[src/common/trig_settings.svh]
`ifndef TRIG_SETTINGS_SVH
`define TRIG_SETTINGS_SVH

// ==============================
// Datapath widths and constants
// ==============================

// Micro-rotations, one per CORDIC pipeline stage
`define CORDIC_ITER       24
// Fraction bits of the Q7.56 angle and the Q2.30 outputs
`define ANGLE_FX_FRAC     56
`define TRIG_FRAC         30
// Start x, already scaled by 1/K (0.6072529350)
`define CORDIC_GAIN_Q30   32'sh26DD_3B6A
// 2/pi unsigned Q1.62, pi/2 signed Q7.56
`define TWO_OVER_PI_Q62   64'h28BE_60DB_9391_054A
`define PI_OVER_2_Q56     64'sh0192_1FB5_4442_D184
`define TWO_OVER_PI_FRAC  62

// Extended format exponent handling
`define FP80_BIAS         16383
`define ANGLE_MAX_EXP     6

// ==============================
// Register byte offsets
// ==============================
`define REG_ANGLE_LO      8'h00
`define REG_ANGLE_MID     8'h04
`define REG_ANGLE_HI      8'h08
`define REG_CTRL          8'h0C
`define REG_STATUS        8'h10
`define REG_SIN           8'h14
`define REG_COS           8'h18

`endif

[src/common/trig_pkg.sv]
`default_nettype none

`include "trig_settings.svh"

package trig_pkg;

    // ==============================
    // Vector types
    // ==============================

    // Sign, 15-bit exponent, 64-bit mantissa with explicit integer bit
    typedef logic [79:0] fp80_t;

    // Signed Q7.56 angle after conversion
    typedef logic signed [63:0] angle_fx_t;

    // Signed Q2.30 reduced angle, roughly within +-pi/4
    typedef logic signed [31:0] angle_q30_t;

    // Signed Q2.30 sine, cosine or CORDIC coordinate
    typedef logic signed [31:0] trig_q30_t;

    // k mod 4
    typedef logic [1:0] quadrant_t;

    // APB address and data
    typedef logic [7:0]  apb_addr_t;
    typedef logic [31:0] apb_data_t;

    // Job tracking in the register block
    typedef enum logic {
        ST_IDLE,
        ST_BUSY
    } job_state_t;

    // ==============================
    // CORDIC arctangent table
    // ==============================

    // atan(2^-i) in Q2.30, rounded to nearest
    localparam trig_q30_t atan_table [0:`CORDIC_ITER-1] = '{
        32'sh3243F6A9, 32'sh1DAC6705, 32'sh0FADBAFD, 32'sh07F56EA7,
        32'sh03FEAB77, 32'sh01FFD55C, 32'sh00FFFAAB, 32'sh007FFF55,
        32'sh003FFFEB, 32'sh001FFFFD, 32'sh00100000, 32'sh00080000,
        32'sh00040000, 32'sh00020000, 32'sh00010000, 32'sh00008000,
        32'sh00004000, 32'sh00002000, 32'sh00001000, 32'sh00000800,
        32'sh00000400, 32'sh00000200, 32'sh00000100, 32'sh00000080
    };

endpackage

`default_nettype wire

[src/common/trig_if.sv]
`timescale 1ns/1ps
`default_nettype none


// Final sin/cos back to the register block
interface result_if;
    logic                valid;
    logic                error;
    trig_pkg::trig_q30_t sin;
    trig_pkg::trig_q30_t cos;

    modport source (output valid, error, sin, cos);
    modport sink   (input valid, error, sin, cos);
endinterface

`default_nettype wire

[src/source/trig_apb_regs.sv]
`timescale 1ns/1ps
`default_nettype none

`include "trig_settings.svh"

module trig_apb_regs (
    input  wire                      clk,
    input  wire                      reset,
    input  wire                      psel,
    input  wire                      penable,
    input  wire                      pwrite,
    input  wire trig_pkg::apb_addr_t paddr,
    input  wire trig_pkg::apb_data_t pwdata,
    output trig_pkg::apb_data_t      prdata,
    output logic                     pready,
    output logic                     pslverr,
    output logic                     start,
    output trig_pkg::fp80_t          angle,
    result_if.sink                   result
);

    trig_pkg::job_state_t state;
    logic [31:0]          angle_lo;
    logic [31:0]          angle_mid;
    logic [15:0]          angle_hi;
    trig_pkg::trig_q30_t  sin_reg;
    trig_pkg::trig_q30_t  cos_reg;
    logic                 done;
    logic                 error;
    logic                 access;
    logic                 write_en;
    logic                 addr_hit;
    logic                 start_req;

    // ==============================
    // APB decode
    // ==============================

    // Access phase, no wait states
    assign access   = psel && penable;
    assign write_en = access && pwrite;
    assign pready   = 1'b1;
    assign pslverr  = access && !addr_hit;

    // Start only counts while idle
    assign start_req = write_en && (paddr == `REG_CTRL) && pwdata[0] &&
                       (state == trig_pkg::ST_IDLE);

    assign angle = {angle_hi, angle_mid, angle_lo};

    // Read mux
    always_comb begin
        addr_hit = 1'b1;
        prdata   = '0;
        case (paddr)
            `REG_ANGLE_LO:  prdata = angle_lo;
            `REG_ANGLE_MID: prdata = angle_mid;
            `REG_ANGLE_HI:  prdata = {16'd0, angle_hi};
            `REG_CTRL:      prdata = '0;
            `REG_STATUS:    prdata = {29'd0, error, done, state == trig_pkg::ST_BUSY};
            `REG_SIN:       prdata = sin_reg;
            `REG_COS:       prdata = cos_reg;
            default:        addr_hit = 1'b0;
        endcase
    end

    // Angle words
    always_ff @(posedge clk or posedge reset) begin
        if (reset) begin
            angle_lo  <= '0;
            angle_mid <= '0;
            angle_hi  <= '0;
        end else if (write_en) begin
            case (paddr)
                `REG_ANGLE_LO:  angle_lo  <= pwdata;
                `REG_ANGLE_MID: angle_mid <= pwdata;
                `REG_ANGLE_HI:  angle_hi  <= pwdata[15:0];
                default:        ;
            endcase
        end
    end

    // ==============================
    // Job FSM and result capture
    // ==============================

    always_ff @(posedge clk or posedge reset) begin
        if (reset) begin
            state   <= trig_pkg::ST_IDLE;
            start   <= 1'b0;
            done    <= 1'b0;
            error   <= 1'b0;
            sin_reg <= '0;
            cos_reg <= '0;
        end else begin
            // One-cycle pulse into range reduction
            start <= start_req;
            case (state)
                trig_pkg::ST_IDLE: begin
                    if (start_req) begin
                        state <= trig_pkg::ST_BUSY;
                        done  <= 1'b0;
                        error <= 1'b0;
                    end
                end
                default: begin
                    // Result arrives a fixed time after start
                    if (result.valid) begin
                        state   <= trig_pkg::ST_IDLE;
                        done    <= 1'b1;
                        error   <= result.error;
                        sin_reg <= result.sin;
                        cos_reg <= result.cos;
                    end
                end
            endcase
        end
    end

endmodule

`default_nettype wire

[src/flat_wrapper.sv]
// flat-port wrapper written by rule: the top's interface ports become plain ports
module trig_apb_regs_flat 
  (clk, reset, psel, penable, pwrite, paddr, pwdata, prdata, pready, pslverr, start, angle, result_valid, result_error, result_sin, result_cos);
  result_if result_i ();
  input  wire clk;
  input  wire reset;
  input  wire psel;
  input  wire penable;
  input  wire pwrite;
  input  wire trig_pkg::apb_addr_t paddr;
  input  wire trig_pkg::apb_data_t pwdata;
  output trig_pkg::apb_data_t prdata;
  output logic pready;
  output logic pslverr;
  output logic start;
  output trig_pkg::fp80_t angle;
  input wire logic [$bits(result_i.valid)-1:0] result_valid;
  input wire logic [$bits(result_i.error)-1:0] result_error;
  input wire logic [$bits(result_i.sin)-1:0] result_sin;
  input wire logic [$bits(result_i.cos)-1:0] result_cos;
  assign result_i.valid = result_valid;
  assign result_i.error = result_error;
  assign result_i.sin = result_sin;
  assign result_i.cos = result_cos;
  trig_apb_regs u_core (.clk(clk), .reset(reset), .psel(psel), .penable(penable), .pwrite(pwrite), .paddr(paddr), .pwdata(pwdata), .prdata(prdata), .pready(pready), .pslverr(pslverr), .start(start), .angle(angle), .result(result_i));
endmodule
[config.mk]
export PLATFORM = sky130hd
export DESIGN_NAME = trig_apb_regs_flat
export DESIGN_NICKNAME = d
export VERILOG_FILES = /design/src/common/trig_pkg.sv /design/src/common/trig_if.sv /design/src/source/trig_apb_regs.sv /design/src/flat_wrapper.sv
export VERILOG_INCLUDE_DIRS = /design/src /design/src/common
export SDC_FILE = /design/constraint.sdc
export NUM_CORES = 1
export LEC_CHECK = 0
export BUFFER_PORTS_ARGS = -buffer_cell sky130_fd_sc_hd__buf_2
export CORE_MARGIN = 3
export CORE_UTILIZATION = 51
export DETAILED_ROUTE_END_ITERATION = 10
export GPL_ROUTABILITY_DRIVEN = 0
export PLACE_DENSITY = 0.78
export SLEW_MARGIN = 30
export SYNTH_ARGS = -nofsm -noshare
export SYNTH_HDL_FRONTEND = slang
export SYNTH_SLANG_ARGS = --single-unit
[constraint.sdc]
create_clock -name clk -period 5.6 [get_ports clk]
set_input_delay 1.12 -clock clk [delete_from_list [all_inputs] [get_ports clk]]
set_output_delay 1.12 -clock clk [all_outputs]
set_load 0.02 [all_outputs]
* After elaboration in Yosys (flattened, before gate mapping) *
Cells that the tools add are included.

word-level totals
  flip-flop bits (word level) = 148
  input bits = 111
  output and inout bits = 115
  logic and storage cells = 42

cells by class
  equal/unequal tests = 7
  multiplexer cells = 10
  bitwise logic cells = 1
  reductions and logical operators = 15

operators with widths
  operator              number
  $pmux W32 S6          1
  $eq A8 B5 Y1 const B  3
  $eq A8 B4 Y1 const B  2
  $reduce_and A2 Y1     5
  $mux W1               9
  $eq A8 B3 Y1 const B  1
  $logic_not A8 Y1      1
  $reduce_or A7 Y1      1
  $logic_and A1 B1 Y1   6
  $ne A2 B2 Y1 const B  1
  $reduce_bool A2 Y1    1
  $logic_not A1 Y1      1
  $not A1 Y1            1

* Logic depth before layout (Yosys ltp) *
  word-level depth = 7
  mapped depth = 7
  mapped depth without buffers = 4

* Worst setup path after synthesis *
Ideal clock, no wire load.

  kind = input-to-output
  start = input paddr[2]
  end = output prdata[2]
  data arrival time = 2.853 ns
  data required time = 4.480 ns
  path slack = 1.627 ns
  stages = 7
  path buffers = 3
  cells stage by stage = buf_2 > nor4b_1 > and3_1 > clkbuf_1 > buf_2 > a22oi_1 > o21ai_0

on the way
  cells in the longest elaborated chain, start to end = 2
  elaborated cells between the ends (all ways) = 7
  those cells by class = eq/ne: 5; mux: 1; reduce/logical: 1

RTL lines
  item                                        RTL line             RTL
  start, declared                             flat_wrapper.sv:10   input wire trig_pkg::apb_addr_t paddr;
  $eq A8 B5 Y1, or another cell as far along  trig_apb_regs.sv:55  case (paddr)
  $pmux W32 S6 (*)                            trig_apb_regs.sv:55
  end, declared                               flat_wrapper.sv:12   output trig_pkg::apb_data_t prdata;

Every way passes the cells marked *; elsewhere a longest branch is shown, timed or not.

* Final worst setup path *
  start = input paddr[2]
  end = output prdata[24]

The elaborated chain is that of the path after synthesis.

==> reports/metrics.csv <==
stage,metric,value,unit
status,outcome,"complete, no violations",
yosys,ys.flop_type,dfrtp_1,
clocking,insertion_delay,0.42,ns
setup_path,start_kind,input port,
floorplanning,initial_core_util,52.7,%
setup_path,cp-endpoint,prdata[24],
layout,areaGrowthSynthToFinish,28.6,%
timing,fmax,0.209,GHz
timing,period_needed,4.79,ns
setup_path,required,4.48,ns
grt,grt_pass1_wl,30200,um
timing,rsz0062_at_grt,no,
setup_path,reg2reg_depth,2,
clocking,postCtsSetupRepairBufs,0,
place,dpl_worst_slack,0.851,ns
route,num_vias,5204,
timing,fin_ws,0.813,ns
layout,drive_above_1_share,52.2,%
yosys,yosysUniqueCellTypes,37,
timing,max_slew_margin,38.9,%
timing,clock_skew,0.00655,ns
setup_path,path_cells,buf_2 -> or4b_1 -> nor2_1 -> a22oi_1 -> o21ai_0 -> buf_2,
yosys,syn_area_per_cell,13.7,um^2
layout,multiInputGateArea,2830,um^2
clocking,clockBufferDepth,2,
clocking,cts_resized,0,
timing,final-setup-viol-count,0,
grt,grt_overflow,0,
yosys,syn-cell-area,6700,um^2
yosys,syn_nets,600,
grt,first_global_vias,5489,
layout,fin_nets,824,
floorplanning,die-area,14500,um^2
grt,grt_max_degree,113,
layout,seq_area,3700,um^2
clocking,cts_made_buffers,17,
timing,tns,0,ns
yosys,synth_edf_count,0,
route,antenna_left,0,
clocking,cts-root-buf,clkbuf_16,
setup_path,r2r_end,u_core.cos_reg[13],
setup_path,crit_start,paddr[2],
grt,grt_use_total,27.5,%
setup_path,critPathMaxFanout,19,
power_and_ir_drop,irDropWorstVdd,191,uV
timing,fin_crit_sh,85.5,%
layout,n_antenna_cell,0,
power_and_ir_drop,powerDensity,282,nW/um^2
yosys,synthArstFlopShare,100,%
route,drtIter0Drc,459,
timing,drv_slew,0,
setup_path,r2r-start,u_core.state,
floorplanning,io_pins,226,
clocking,clk_transition_reported_paths,0.06,ns
setup_path,crit_top_cell,buf_2,
clocking,cts.htree.levels,4,
grt,antenna_found_initial,1,
route,drc,0,
floorplanning,die_w,121,um
yosys,syn_inst,489,
setup_path,crit_type,in -> out,
setup_path,worstSetupEndpointType,output pin,
clocking,cts_tree,done,
yosys,yosysWarnings,0,
clocking,clkSinkCount,148,
timing,worst_pin_slew,0.917,ns
floorplanning,coreArea,12700,um^2
setup_path,cpPeakStageDelay,0.80,ns
hold_path,hold_class,reg -> reg,
place,dp_hpwl,13600,um
power_and_ir_drop,leakagePower,0.00479,uW
yosys,ys_seq_area_share,55.3,%
timing,finalHoldViolCount,0,
floorplanning,rows,41,
yosys,ys_ff_latch,148,
job,max_cap_violations,0,
clocking,holdBufCountCts,0,
floorplanning,die-height,121,um
layout,fillers,1014,
route,drt-total-wl,19500,um
setup_path,cp.arrival,3.67,ns
setup_path,crit_path_top_delay_cell,or4b_1,
route,avgViaCountPerCell,5.80,
place,numPortBuffers,224,
route,first_pass_iters,5,
route,wl_per_cell,21.7,um
setup_path,r2r_slack,3.84,ns
## report_power, final
part / leakage [uW] / switching (uW) / internal, uW / total (uW)
sequential: 0.00206 / 9.86 / 1080 / 1090
clock: 0.000288 / 441 / 757 / 1200
combinational: 0.00244 / 84.7 / 53.0 / 138
total: 0.00479 / 536 / 1890 / 2430
## cells by family (layout without fill, tap and decap cells)
family                 after synthesis  after routing  synth area share, %
AO/OA/AOI/OAI                       88             88                 9.73
other                                1              1               0.0560
AND/OR/NAND/NOR                     50             50                 4.57
multiplexers                       167            167                 27.7
buffers and inverters               35            272                 2.71
flip-flops                         148            148                 55.3
## Yosys cell counts (3+ instances only)
library cell	n	share of area, %
a21o_1	6	0.67
a21oi_1	3	0.22
a22o_1	9	1.2
a22oi_1	34	3.8
buf_1	3	0.17
buf_2	4	0.30
buf_4	4	0.45
buf_6	4	0.67
clkbuf_1	17	0.95
dfrtp_1	148	55
inv_1	3	0.17
mux2_1	42	7.1
mux2_2	103	17
mux2i_1	22	3.3
nand2_1	19	1.1
nand3_1	3	0.22
nor2_1	9	0.50
o21ai_0	10	0.75
o22ai_1	7	0.65
o2bb2ai_1	15	2.0
## stage by stage
| stage | instances | instance area, um^2 | total power, uW | hold slack, ns | util (%) |
|---|---|---|---|---|---|
| 2_1_floorplan | 489 | 6700 | 1170 | 0.462 | - |
| 3_3_place_gp | 866 | 7980 | 1240 | 0.485 | 62.8 |
| 3_5_place_dp | 866 | 7980 | 1250 | 0.494 | 62.8 |
| 4_1_cts | 898 | 8610 | 2450 | 0.510 | 67.7 |
| 5_1_grt | 898 | 8610 | 2520 | 0.523 | 67.7 |
| 6_report | 898 | 8610 | 2430 | 0.510 | 67.7 |
## area by class of cell
cell class	count	share of cell area, %
sequential	148	43.0
multi-input combinational	306	32.9
timing repair buffer	237	14.1
clock buffer	20	5.19
tap	172	2.50
clock inverter	12	2.09
inverter	3	0.218
## per-layer routing
metal | up-vias | GRT usage, % | routed length (um)
li1 | 2276 | - | -
met1 | 2608 | 33.7 | 7540
met2 | 275 | 45.9 | 9690
met3 | 43 | 9.35 | 1830
met4 | 2 | 8.92 | 412
met5 | - | 0 | 7
## critical path: cells and delay by family
| family | cells | cell delay [ns] |
|---|---|---|
| AND/OR/NAND/NOR | 2 | 1.59 |
| buffers and inverters | 2 | 0.62 |
| AO/OA/AOI/OAI | 2 | 0.34 |
## worst min-delay path by stage
stage	start	end	slack, ns	cells after the start
2_1_floorplan	u_core.done	u_core.done	0.46	2
3_3_place_gp	u_core.done	u_core.done	0.48	2
3_5_place_dp	u_core.sin_reg[17]	u_core.sin_reg[17]	0.49	1
4_1_cts	u_core.sin_reg[23]	u_core.sin_reg[23]	0.51	1
5_1_grt	u_core.cos_reg[10]	u_core.cos_reg[10]	0.52	1
6_report	u_core.cos_reg[14]	u_core.cos_reg[14]	0.51	1
## placed cells by master (no fill, tap or decap), drive strengths merged
master | synthesis | final
nor2b | 2 | 2
nor4 | 2 | 2
mux2 | 145 | 145
inv | 3 | 3
clkbuf | 17 | 20
nand3b | 2 | 2
nor4b | 2 | 2
clkinvlp | 0 | 5
conb | 1 | 1
or4 | 2 | 2
nand4b | 1 | 1
nand2 | 19 | 19
o21ai | 10 | 10
mux2i | 22 | 22
nand3 | 3 | 3
and3 | 2 | 2
o22ai | 7 | 7
a222oi | 1 | 1
nor2 | 11 | 11
or4b | 1 | 1
a21oi | 3 | 3
bufinv | 0 | 4
dfrtp | 148 | 148
a22oi | 34 | 34
o21a | 1 | 1
buf | 15 | 237
a31oi | 1 | 1
nor3 | 2 | 2
clkinv | 0 | 3
o2bb2ai | 15 | 15
or3 | 1 | 1
a2bb2oi | 1 | 1
a21o | 6 | 6
a22o | 9 | 9
(Power assumes the default switching activity.)
