## config.mk

```make
export PLATFORM = sky130hd
export DESIGN_NAME = quadrant_fixup_flat
export DESIGN_NICKNAME = d
export VERILOG_FILES = /design/src/common/trig_pkg.sv /design/src/common/trig_if.sv /design/src/source/quadrant_fixup.sv /design/src/flat_wrapper.sv
export VERILOG_INCLUDE_DIRS = /design/src /design/src/common
export SDC_FILE = /design/constraint.sdc
export NUM_CORES = 1
export LEC_CHECK = 0
export ABC_AREA = 1
export BUFFER_PORTS_ARGS = -buffer_cell sky130_fd_sc_hd__buf_2
export CAP_MARGIN = 0
export CORE_ASPECT_RATIO = 1.2
export CORE_MARGIN = 4
export CORE_UTILIZATION = 50
export CTS_BUF_LIST = sky130_fd_sc_hd__clkbuf_2
export DETAILED_ROUTE_END_ITERATION = 10
export PLACE_DENSITY = 0.76
export SLEW_MARGIN = 0
export SYNTH_ARGS = -nofsm -noshare
export SYNTH_HDL_FRONTEND = slang
export SYNTH_SLANG_ARGS = --single-unit
export TNS_END_PERCENT = 100
```

## constraint.sdc

```tcl
create_clock -name clk -period 0.9 [get_ports clk]
set_clock_uncertainty 0.05 [all_clocks]
set_input_delay 0.18 -clock clk [delete_from_list [all_inputs] [get_ports clk]]
set_output_delay 0.18 -clock clk [all_outputs]
set_load 0.005 [all_outputs]
```

## src/common/trig_settings.svh

```systemverilog
`ifndef TRIG_SETTINGS_SVH
`define TRIG_SETTINGS_SVH

// ==============================
// Datapath widths and constants
// ==============================

// Micro-rotations, one per CORDIC pipeline stage
`define CORDIC_ITER       24
// Fraction bits of the Q7.56 angle and the Q2.30 outputs
`define ANGLE_FX_FRAC     56
`define TRIG_FRAC         30
// Start x, already scaled by 1/K (0.6072529350)
`define CORDIC_GAIN_Q30   32'sh26DD_3B6A
// 2/pi unsigned Q1.62, pi/2 signed Q7.56
`define TWO_OVER_PI_Q62   64'h28BE_60DB_9391_054A
`define PI_OVER_2_Q56     64'sh0192_1FB5_4442_D184
`define TWO_OVER_PI_FRAC  62

// Extended format exponent handling
`define FP80_BIAS         16383
`define ANGLE_MAX_EXP     6

// ==============================
// Register byte offsets
// ==============================
`define REG_ANGLE_LO      8'h00
`define REG_ANGLE_MID     8'h04
`define REG_ANGLE_HI      8'h08
`define REG_CTRL          8'h0C
`define REG_STATUS        8'h10
`define REG_SIN           8'h14
`define REG_COS           8'h18

`endif

```

## src/common/trig_pkg.sv

```systemverilog
`default_nettype none

`include "trig_settings.svh"

package trig_pkg;

    // ==============================
    // Vector types
    // ==============================

    // Sign, 15-bit exponent, 64-bit mantissa with explicit integer bit
    typedef logic [79:0] fp80_t;

    // Signed Q7.56 angle after conversion
    typedef logic signed [63:0] angle_fx_t;

    // Signed Q2.30 reduced angle, roughly within +-pi/4
    typedef logic signed [31:0] angle_q30_t;

    // Signed Q2.30 sine, cosine or CORDIC coordinate
    typedef logic signed [31:0] trig_q30_t;

    // k mod 4
    typedef logic [1:0] quadrant_t;

    // APB address and data
    typedef logic [7:0]  apb_addr_t;
    typedef logic [31:0] apb_data_t;

    // Job tracking in the register block
    typedef enum logic {
        ST_IDLE,
        ST_BUSY
    } job_state_t;

    // ==============================
    // CORDIC arctangent table
    // ==============================

    // atan(2^-i) in Q2.30, rounded to nearest
    localparam trig_q30_t atan_table [0:`CORDIC_ITER-1] = '{
        32'sh3243F6A9, 32'sh1DAC6705, 32'sh0FADBAFD, 32'sh07F56EA7,
        32'sh03FEAB77, 32'sh01FFD55C, 32'sh00FFFAAB, 32'sh007FFF55,
        32'sh003FFFEB, 32'sh001FFFFD, 32'sh00100000, 32'sh00080000,
        32'sh00040000, 32'sh00020000, 32'sh00010000, 32'sh00008000,
        32'sh00004000, 32'sh00002000, 32'sh00001000, 32'sh00000800,
        32'sh00000400, 32'sh00000200, 32'sh00000100, 32'sh00000080
    };

endpackage

`default_nettype wire

```

## src/common/trig_if.sv

```systemverilog
`timescale 1ns/1ps
`default_nettype none


// Raw CORDIC results, quadrant not yet applied
interface rotated_if;
    logic                valid;
    logic                error;
    trig_pkg::quadrant_t quadrant;
    trig_pkg::trig_q30_t cos_raw;
    trig_pkg::trig_q30_t sin_raw;

    modport source (output valid, error, quadrant, cos_raw, sin_raw);
    modport sink   (input valid, error, quadrant, cos_raw, sin_raw);
endinterface

// Final sin/cos back to the register block
interface result_if;
    logic                valid;
    logic                error;
    trig_pkg::trig_q30_t sin;
    trig_pkg::trig_q30_t cos;

    modport source (output valid, error, sin, cos);
    modport sink   (input valid, error, sin, cos);
endinterface

`default_nettype wire

```

## src/source/quadrant_fixup.sv

```systemverilog
`timescale 1ns/1ps
`default_nettype none

module quadrant_fixup (
    input  wire       clk,
    input  wire       reset,
    rotated_if.sink   rotated,
    result_if.source  result
);

    // Strobe with reset
    always_ff @(posedge clk or posedge reset) begin
        if (reset) begin
            result.valid <= 1'b0;
        end else begin
            result.valid <= rotated.valid;
        end
    end

    // ==============================
    // Swap and negate by quadrant
    // ==============================

    always_ff @(posedge clk) begin
        result.error <= rotated.error;
        if (rotated.error) begin
            // No meaningful result
            result.sin <= '0;
            result.cos <= '0;
        end else begin
            case (rotated.quadrant)
                2'd0: begin
                    result.sin <= rotated.sin_raw;
                    result.cos <= rotated.cos_raw;
                end
                // +pi/2
                2'd1: begin
                    result.sin <= rotated.cos_raw;
                    result.cos <= -rotated.sin_raw;
                end
                // +pi
                2'd2: begin
                    result.sin <= -rotated.sin_raw;
                    result.cos <= -rotated.cos_raw;
                end
                // +3pi/2
                default: begin
                    result.sin <= -rotated.cos_raw;
                    result.cos <= rotated.sin_raw;
                end
            endcase
        end
    end

endmodule

`default_nettype wire

```

## src/flat_wrapper.sv

```systemverilog
// flat-port wrapper written by rule: the top's interface ports become plain ports
module quadrant_fixup_flat 
  (clk, reset, rotated_valid, rotated_error, rotated_quadrant, rotated_cos_raw, rotated_sin_raw, result_valid, result_error, result_sin, result_cos);
  rotated_if rotated_i ();
  result_if result_i ();
  input  wire clk;
  input  wire reset;
  input wire logic [$bits(rotated_i.valid)-1:0] rotated_valid;
  input wire logic [$bits(rotated_i.error)-1:0] rotated_error;
  input wire logic [$bits(rotated_i.quadrant)-1:0] rotated_quadrant;
  input wire logic [$bits(rotated_i.cos_raw)-1:0] rotated_cos_raw;
  input wire logic [$bits(rotated_i.sin_raw)-1:0] rotated_sin_raw;
  output wire logic [$bits(result_i.valid)-1:0] result_valid;
  output wire logic [$bits(result_i.error)-1:0] result_error;
  output wire logic [$bits(result_i.sin)-1:0] result_sin;
  output wire logic [$bits(result_i.cos)-1:0] result_cos;
  assign rotated_i.valid = rotated_valid;
  assign rotated_i.error = rotated_error;
  assign rotated_i.quadrant = rotated_quadrant;
  assign rotated_i.cos_raw = rotated_cos_raw;
  assign rotated_i.sin_raw = rotated_sin_raw;
  assign result_valid = result_i.valid;
  assign result_error = result_i.error;
  assign result_sin = result_i.sin;
  assign result_cos = result_i.cos;
  quadrant_fixup u_core (.clk(clk), .reset(reset), .rotated(rotated_i), .result(result_i));
endmodule
```

==> results.json, run 1 <==
{
  "placementRows": 40,
  "htree_levels": 3,
  "place_hpwl_mm": 16.8,
  "synth_area_per_cell_um2": 5.96,
  "outcome": "did not finish",
  "postSynthCellCount": 853,
  "die_h_um": 118,
  "place_congestion": 1.06,
  "yosysUniqueCellTypes": 38,
  "ys_ff_latch": 66,
  "port_buffers": 135,
  "grt-worst-endpoint": "result_sin[10]",
  "endpoint_type": "top-level output",
  "error_line": "[ERROR GRT-0232] Routing congestion too high. Check the congestion heatmap in the GUI.",
  "cts.sinks": 66,
  "overflow": 3,
  "syn_nets": 925,
  "grt_start_max_net_pins": 32,
  "haltStage": "global routing (5_1_grt)",
  "yosys_warnings": 0,
  "die_w_um": 100,
  "cts_buffer_depth": 2,
  "cts_buffers": 9,
  "grt_use_total": 0.615,
  "yosysSeqAreaShare": 0.261,
  "start_util": 0.511,
  "clk_root_buffer_cell": "clkbuf_2",
  "io_pins": 136,
  "netlist_area_mm2": 0.00509
}
metrics by stage:
stage	setup WS [ps]	instances	instance area, um2
2_1_floorplan	-328	853	5480
3_3_place_gp	-682	1247	7420
3_5_place_dp	-686	1247	7420
4_1_cts	-405	1285	8070
timing repair:
item / in CTS
pin swaps: 47
hold buffers: 19
endpoints found under the hold margin: 27
setup endpoints to repair: 112
gates resized for setup: 90
setup buffers: 4
Yosys cell counts, drive strengths merged:
| library cell | n | area, um2 |
|---|---|---|
| nand2 | 234 | 918 |
| nor2 | 122 | 588 |
| o21ai | 107 | 539 |
| inv | 97 | 364 |
| dfxtp | 65 | 1300 |
| nand3 | 62 | 320 |
| a21oi | 52 | 260 |
| xor2 | 24 | 210 |
| clkbuf | 22 | 82.6 |
| a221oi | 17 | 149 |
| buf | 13 | 66.3 |
| nand4 | 12 | 75.1 |
| o22ai | 7 | 43.8 |
| xnor2 | 3 | 26.3 |
| ha | 2 | 25.0 |
| o211ai | 2 | 15.0 |
| o221ai | 2 | 17.5 |
| or2 | 2 | 12.5 |
| a31oi | 1 | 6.26 |
| a41oi | 1 | 8.76 |
| clkinv | 1 | 3.75 |
| dfrtp | 1 | 25.0 |
| nand3b | 1 | 7.51 |
| nor3 | 1 | 5.00 |
| o2111ai | 1 | 8.76 |
| o21bai | 1 | 7.51 |
per-layer routing:
layer	overflow	GRT usage
met1	0	0.620
met2	1	0.838
met3	1	0.407
met4	1	0.560
met5	0	0.0271
kinds of logic after synthesis:
group                      count (synthesis)  synth area share
DFF                                       66             0.261
adders and majority gates                  2           0.00492
AOI/OAI and AO/OA                        191             0.208
and+or+nand+nor                          434             0.379
buffers and inverters                    133             0.102
xor gates and xnor gates                  27            0.0465
==> inputs of run 2 (changes only) <==
CORE_ASPECT_RATIO = unset   (was 1.2)
CORE_UTILIZATION = 35   (was 50)
CTS_BUF_LIST = unset   (was sky130_fd_sc_hd__clkbuf_2)
PLACE_DENSITY = unset   (was 0.76)
PLACE_DENSITY_LB_ADDON = 0.15   (was unset)
==> run 2 against run 1 <==
  * The flow now finishes, with violations (setup timing)
  * Synthesized area stayed put
  * Synthesized cell count unchanged
==> results.json, run 2 <==
{
  "outcome": "complete, but fails checks",
  "violations": "setup timing",
  "arrival_ps": 1450,
  "setup_violations": 126,
  "cts_tree": "built",
  "die_h_um": 129,
  "synthToLayoutAreaGrowth_pct": 82.8,
  "yosysTopAreaCell": "dfxtp_1",
  "overflow": 0,
  "cp.required_ps": 1070,
  "finalSetupTns_ps": -19760,
  "via_count": 7082,
  "io_pins": 136,
  "cts_buffer_depth": 2,
  "crit_end": "u_core.result.cos[24]",
  "crit_start": "rotated_cos_raw[0]",
  "drcViolationCount": 0,
  "slew_headroom": 0.797,
  "final_cell_mix": "170 x nand2_1, 157 x buf_4, 109 x buf_2",
  "grt_pass1_vias": 6559,
  "antenna_found_initial": 0,
  "dr.pass1.iters": 5,
  "synth.most_common_cell": "nand2_1",
  "fin_cells": 1335,
  "reg.largest.list": "u_core.result.cos x32, u_core.result.sin x32",
  "postRouteWirelength_mm": 23.6,
  "period_share": 1.42,
  "grt_pass1_wl_mm": 34.6,
  "wl_per_cell_um": 17.7,
  "yosysSeqAreaShare": 0.261,
  "fin_crit_ps": 1270,
  "fin_util": 0.662,
  "cts_buffers": 9,
  "cts.sinks": 66,
  "port_buffers": 135,
  "worstPathMaxFanout": 4,
  "synth_area_per_cell_um2": 5.96,
  "nFillCells": 1179,
  "power.density_mw_per_mm2": 1120,
  "htree_levels": 3,
  "dp_cells": 1283,
  "die_area_mm2": 0.0165,
  "place_congestion": 0.999,
  "drv_cap": 0,
  "clkTransAtPathRegs_ps": 60,
  "core_area_mm2": 0.0140,
  "synth_flop_cell": "dfxtp_1",
  "start_kind": "input pin",
  "place_ws_ps": -736,
  "hold_violations": 0,
  "start_util": 0.362,
  "tightest_slew_ps": 305,
  "yosys_warnings": 0,
  "final_area_mm2": 0.00930,
  "netlist_area_mm2": 0.00509,
  "clk_root_buffer_cell": "clkbuf_16",
  "synth_area_leaders": "dfxtp_1 26%, nand2_1 16%, o21ai_0 8.0%",
  "drive_above_1_share": 0.535,
  "synthArstFlopShare": 0.0152,
  "postSynthCellCount": 853,
  "hold_depth": 3,
  "yosysUniqueCellTypes": 38,
  "max_freq_mhz": 785,
  "nets": 1222,
  "grt_setup_unrepaired": "true",
  "placementRows": 43,
  "diodes": 0,
  "ys_ff_latch": 66,
  "crit_path_end_kind": "flip-flop",
  "synthTopCellsByCount": "222 x nand2_1, 97 x nor2_1, 93 x inv_1, 81 x o21ai_0, 65 x dfxtp_1",
  "placed_area_mm2": 0.00740,
  "synth_top_area_share": 0.256,
  "fin_ws_ps": -374,
  "peakVddDrop_v": 0.00100,
  "drt_iter0_markers": 723,
  "maxSlewViolCount": 0,
  "grt_use_total": 0.270,
  "grt_start_max_net_pins": 30,
  "final_common_cell": "nand2_1",
  "place_hpwl_mm": 17.3,
  "p_leak_nw": 4.32,
  "syn_nets": 925,
  "path_class": "input pin to flip-flop",
  "avgViaCountPerCell": 5.30,
  "synth-edff-count": 0,
  "hp-class": "input pin to flip-flop",
  "die_w_um": 129,
  "antenna_left": 0
}
==> run 2: cell counts after synthesis <==
Identical to the previous run, type by type.
==> run 2: routing by layer <==
| layer | GRT usage | vias to the layer above | routed length (um) |
|---|---|---|---|
| met5 | 0 | - | 0 |
| met4 | 0.0914 | 0 | 802 |
| met3 | 0.0548 | 56 | 2480 |
| met2 | 0.432 | 415 | 10700 |
| met1 | 0.365 | 3241 | 9620 |
| li1 | - | 3370 | - |
==> run 2: logic make-up after synthesis <==
group	count (synthesis)	synth area share
AND/OR/NAND/NOR	434	0.379
AO/OA/AOI/OAI	191	0.208
buffers and inverters	133	0.102
flip-flops	66	0.261
XOR/XNOR	27	0.0465
adder cells (fa/ha/maj)	2	0.00492
==> run 2: what timing repair did <==
action | 4_1_cts | 5_1_grt
endpoints found under the hold margin | 2 | 0
hold buffers | 2 | 0
endpoints found under the setup margin | 128 | 127
buffers inserted | 13 | 23
cloned | 1 | 0
gates resized for setup | 169 | 171
pin swaps | 60 | 103
==> run 2: layout make-up <==
class | count | area [um2] | area share
timing repair inverter | 1 | 7.51 | 0.000807
clock buffer | 12 | 256 | 0.0276
clock inverter | 4 | 73.8 | 0.00794
sequential | 66 | 1340 | 0.144
multi-input combinational | 654 | 4530 | 0.487
inverter | 98 | 409 | 0.0440
tap | 180 | 225 | 0.0242
timing repair buffer | 320 | 2450 | 0.264
==> run 2: metrics by stage <==
step	total power, mW	hold WS (ps)
after floorplan	4.48	-141
after global placement	5.85	-36.0
after detailed placement	5.85	-36.0
after CTS	10.1	69.5
after global routing	10.8	88.3
final	10.4	76.6
==> run 2: worst min path at each step <==
stage                  startpoint                   end
5_1_grt        rotated_sin_raw[6]  u_core.result.cos[6]
6_report       rotated_sin_raw[6]  u_core.result.cos[6]
4_1_cts        rotated_sin_raw[0]  u_core.result.sin[0]
3_3_place_gp                reset   u_core.result.valid
2_1_floorplan               reset   u_core.result.valid
3_5_place_dp                reset   u_core.result.valid
==> run 2: report_power, final <==
| part | switching [mW] | internal, mW |
|---|---|---|
| clock | 1.41 | 2.58 |
| combinational | 1.76 | 1.43 |
| sequential | 0.0598 | 3.17 |
| total | 3.23 | 7.18 |
==> run 2: worst max-delay path, stage by stage <==
cell	delay (ps)
buf_8	100
clkinvlp_4	100
ha_4	190
nand2_4	70
nor2_4	200
buf_6	130
nand3_2	50
nand2_1	90
nand2_2	90
buf_6	130
nand2_2	50
a21oi_2	50
Note: power is estimated with default switching activity, not from simulation.
==> inputs of run 3 (changes only) <==
SKIP_CTS_REPAIR_TIMING = 1   (was unset)
==> run 3 against run 2 <==
  * The run still ends with setup timing left
  * Sequential cell count unchanged
  * Clock power about the same
  * Largest power group unchanged
  * Critical path depth did not move
==> results.json, run 3 (synthesis results as in run 2) <==
{
  "pwr-share-clk": 0.386,
  "antenna_found_initial": 0,
  "drive_above_1_share": 0.533,
  "start_kind": "input pin",
  "cts_buffer_depth": 2,
  "drt-met1-wl_mm": 9.89,
  "drcViolationCount": 0,
  "grt_pass1_vias": 6250,
  "grt_setup_unrepaired": "true",
  "ff_latch_area_mm2": 0.00134,
  "slew_headroom": 0.797,
  "diodes": 0,
  "crit_start": "rotated_sin_raw[0]",
  "final_cell_mix": "168 x nand2_1, 156 x buf_4, 111 x buf_2",
  "grt_start_max_net_pins": 30,
  "worstPathMaxFanout": 5,
  "period_share": 1.39,
  "final_common_cell": "nand2_1",
  "reg.largest.list": "u_core.result.cos x32, u_core.result.sin x32",
  "wl_met3_mm": 2.19,
  "avgViaCountPerCell": 5.26,
  "drv_cap": 0,
  "power.density_mw_per_mm2": 1120,
  "crit_path_end_kind": "flip-flop",
  "met2_wirelength_mm": 10.7,
  "die_area_mm2": 0.0165,
  "die_w_um": 129,
  "die_h_um": 129,
  "antenna_left": 0,
  "nets": 1224,
  "switching_share": 0.309,
  "hold_start": "rotated_sin_raw[0]",
  "max_freq_mhz": 801,
  "seqPwrFrac": 0.311,
  "hp-class": "input pin to flip-flop",
  "cts_buffers": 9,
  "fin_crit_ps": 1250,
  "top_layer_used": "met4",
  "clk_root_buffer_cell": "clkbuf_16",
  "hold_depth": 3,
  "arrival_ps": 1440,
  "cell_internal_pwr_mw": 7.15,
  "postRouteWirelength_mm": 23.4,
  "synthToLayoutAreaGrowth_pct": 81.9,
  "port_buffers": 135,
  "setup_violations": 126,
  "htree_levels": 3,
  "cp.required_ps": 1090,
  "outcome": "complete, but fails checks",
  "finalSetupTns_ps": -19530,
  "grt_use_total": 0.261,
  "path_class": "input pin to flip-flop",
  "maxSlewViolCount": 0,
  "place_hpwl_mm": 17.3,
  "peakVddDrop_v": 0.000983,
  "power_frac_comb": 0.303,
  "nFillCells": 1197,
  "p_leak_nw": 4.36,
  "place_congestion": 0.999,
  "via_count": 7033,
  "io_pins": 136,
  "start_util": 0.362,
  "fin_ws_ps": -348,
  "multi_input_area_mm2": 0.00448,
  "cts_tree": "built",
  "grt_pass1_wl_mm": 33.3,
  "hold_violations": 0,
  "core_area_mm2": 0.0140,
  "violations": "setup timing",
  "placementRows": 43,
  "cts.sinks": 66,
  "switchingPower_mw": 3.20,
  "drt_iter0_markers": 675,
  "clkTransAtPathRegs_ps": 60,
  "tightest_slew_ps": 304,
  "wl_per_cell_um": 17.5,
  "overflow": 0,
  "whs_ps": 46.8,
  "whs_endpoint": "u_core.result.cos[0]",
  "dr.pass1.iters": 5
}
[run 3: worst max path at each step]
stage,end,slack (ps),cells after the start
after global routing,u_core.result.sin[26],-440,12
after global placement,u_core.result.sin[26],-750,12
after detailed placement,u_core.result.sin[26],-740,12
after CTS,u_core.result.sin[26],-380,12
final,u_core.result.sin[26],-350,12
after floorplan,u_core.result.sin[30],-330,11
[run 3: final cells by class]
class                   instances  area share
multi-input cells             654       0.485
repair buffers                323       0.265
flip-flops and latches         66       0.145
inverters                      98      0.0449
clock buffers                  12      0.0277
well taps                     180      0.0243
clock inverters                 4     0.00798
[run 3: metrics by stage]
| step | util | power (mW) | std cells | area, um2 | worst slack (ps) |
|---|---|---|---|---|---|
| global placement | 0.527 | 5.85 | 1283 | 7400 | -751 |
| CTS | 0.550 | 9.87 | 1299 | 7730 | -381 |
| global route | 0.659 | 10.8 | 1337 | 9250 | -437 |
| finish | 0.659 | 10.4 | 1337 | 9250 | -348 |
| detailed placement | 0.527 | 5.85 | 1283 | 7400 | -736 |
| floorplan | - | 4.48 | 853 | 5480 | -328 |
[run 3: power groups by stage]
stage	logic (mW)	clock network (mW)	registers, mW
after global placement	2.58	0	3.27
after floorplan	1.16	0	3.31
after detailed placement	2.57	0	3.28
after CTS	2.59	4.06	3.22
after global routing	3.38	4.17	3.24
final	3.14	3.99	3.22
[run 3: critical path: stages]
cell,delay (ps)
buf_8,100
inv_8,50
ha_4,150
nand3_4,110
nor2_8,200
nand2_4,90
nor2_2,110
nand2_1,70
nand3_1,80
nand3b_1,140
nand2_1,110
inv_1,40
[run 3: metal layers]
metal,up-vias,global-route usage
met5,-,0
met4,0,0.0679
met3,39,0.0506
met2,341,0.416
met1,3280,0.362
li1,3373,-
==> inputs of run 4 (changes only) <==
CELL_PAD_IN_SITES_DETAIL_PLACEMENT = 1   (was unset)
CELL_PAD_IN_SITES_GLOBAL_PLACEMENT = 1   (was unset)
==> run 4 against run 3 <==
  * Largest power group is now combinational cells
  * The run still ends with setup timing left
  * Hold slack got worse by 25 ps
  * Final cell count increased by 0.15%
  * Clock power is 13% lower
  * Count of clock-buffer cells in the layout grew 1
  * Fmax decreased by 15%
  * Die area is the same
  * Sequential share of layout area decreased by 0.31 points
  * Setup slack lost 220 ps
  * Critical path type unchanged
  * Utilization increased by 1.7 points
==> results.json, run 4 (synthesis results as in run 2) <==
{
  "outcome": "complete, but fails checks",
  "violations": "setup timing",
  "drv_cap": 0,
  "antenna_left": 0,
  "peakVddDrop_v": 0.00206,
  "via_count": 8487,
  "postRouteWirelength_mm": 37.9,
  "core_area_mm2": 0.0140,
  "grt_pass1_wl_mm": 39.0,
  "maxSlewViolCount": 0,
  "reg.largest.list": "u_core.result.cos x32, u_core.result.sin x32",
  "cts.sinks": 66,
  "p_leak_nw": 4.33,
  "grt_pass1_vias": 7296,
  "cp.required_ps": 1100,
  "die_w_um": 129,
  "cts_tree": "built",
  "whs_ps": 21.7,
  "multi_input_area_mm2": 0.00474,
  "grt_use_total": 0.302,
  "grtUsageMet1": 0.385,
  "nFillCells": 1714,
  "final_area_mm2": 0.00949,
  "slew_headroom": 0.592,
  "use_met2": 0.522,
  "synthToLayoutAreaGrowth_pct": 86.6,
  "diodes": 0,
  "final_cell_mix": "159 x buf_4, 146 x nand2_1, 104 x buf_2",
  "path_class": "input pin to flip-flop",
  "start_util": 0.362,
  "grt_setup_unrepaired": "true",
  "fin_ws_ps": -571,
  "fin_crit_ps": 1470,
  "drcViolationCount": 0,
  "placementRows": 43,
  "finalSetupTns_ps": -31900,
  "final_common_cell": "buf_4",
  "htree_levels": 3,
  "wl_per_cell_um": 28.3,
  "grt_start_max_net_pins": 33,
  "power.density_mw_per_mm2": 1100,
  "ff_latch_area_mm2": 0.00135,
  "place_hpwl_mm": 19.7,
  "dr.pass1.iters": 6,
  "cts_buffers": 9,
  "max_freq_mhz": 680,
  "hold_violations": 0,
  "worstPathMaxFanout": 7,
  "period_share": 1.63,
  "place_congestion": 0.981,
  "hp-class": "input pin to flip-flop",
  "start_kind": "input pin",
  "placed_area_mm2": 0.00740,
  "clkTransAtPathRegs_ps": 60,
  "crit_path_end_kind": "flip-flop",
  "arrival_ps": 1670,
  "critPathMaxStageDelay_ps": 300,
  "cp_cell_sequence": "buf_8 > nor2_4 > nand2_2 > nor2_4 > nand2_8 > nor2_1 > nand2_1 > a21oi_1 > nor2_1",
  "io_pins": 136,
  "setup_violations": 128,
  "drive_above_1_share": 0.575,
  "drt_iter0_markers": 951,
  "critPathSlowestCell": "nor2_4",
  "cts_buffer_depth": 2,
  "port_buffers": 135,
  "use_met3": 0.0457,
  "die_area_mm2": 0.0165,
  "overflow": 0,
  "clk_root_buffer_cell": "clkbuf_16",
  "nets": 1226,
  "avgViaCountPerCell": 6.34,
  "die_h_um": 129,
  "antenna_found_initial": 0,
  "tightest_slew_ps": 606,
  "grt.busiest_layer": "met2"
}
## run 4: changes by cell type in the layout (fill, tap and decap cells not counted), sizes merged
cell and delta:
buf +4, bufinv -2, clkbuf -1, clkinv +1
clkinvlp -1, inv +1
## run 4: worst paths after layout
kind	start	to	cells past startpoint
max in group asynchronous	reset	u_core.result.valid	3
min in group asynchronous	reset	u_core.result.valid	3
worst max-delay path	rotated_cos_raw[8]	u_core.result.sin[21]	9
worst min-delay path	rotated_sin_raw[0]	u_core.result.cos[0]	3
## run 4: critical path: cells and delay by family
kind	cells	cell delay [ps]
and+or+nand+nor	7	1170
AOI/OAI and AO/OA	1	200
buffers and inverters	1	110
## run 4: metal layers
metal  up-vias  wire (um)
met5         -          0
met4         0       3530
met3       293       3560
met2       764      17800
met1      4052      13000
li1       3378          -
## run 4: cell type report
type / instances / area share
Multi-Input combinational cell: 654 / 0.499
Clock buffer: 13 / 0.0264
Sequential cell: 66 / 0.142
Timing Repair Buffer: 325 / 0.265
Inverter: 98 / 0.0428
Clock inverter: 3 / 0.00158
Tap cell: 180 / 0.0237
## run 4: stage by stage
| stage | worst slack [ps] | total power, mW | cells | util |
|---|---|---|---|---|
| after floorplan | -328 | 4.48 | 853 | - |
| after global placement | -734 | 5.84 | 1288 | 0.527 |
| after detailed placement | -803 | 5.90 | 1288 | 0.527 |
| after CTS | -496 | 9.22 | 1304 | 0.546 |
| after global routing | -612 | 10.7 | 1339 | 0.676 |
| final | -571 | 10.5 | 1339 | 0.676 |
## run 4: power breakdown
group | internal (mW) | total [mW] | switching (mW) | leakage, nW
sequential | 3.17 | 3.25 | 0.0806 | 0.557
clock | 1.93 | 3.47 | 1.54 | 0.133
combinational | 1.48 | 3.73 | 2.25 | 3.64
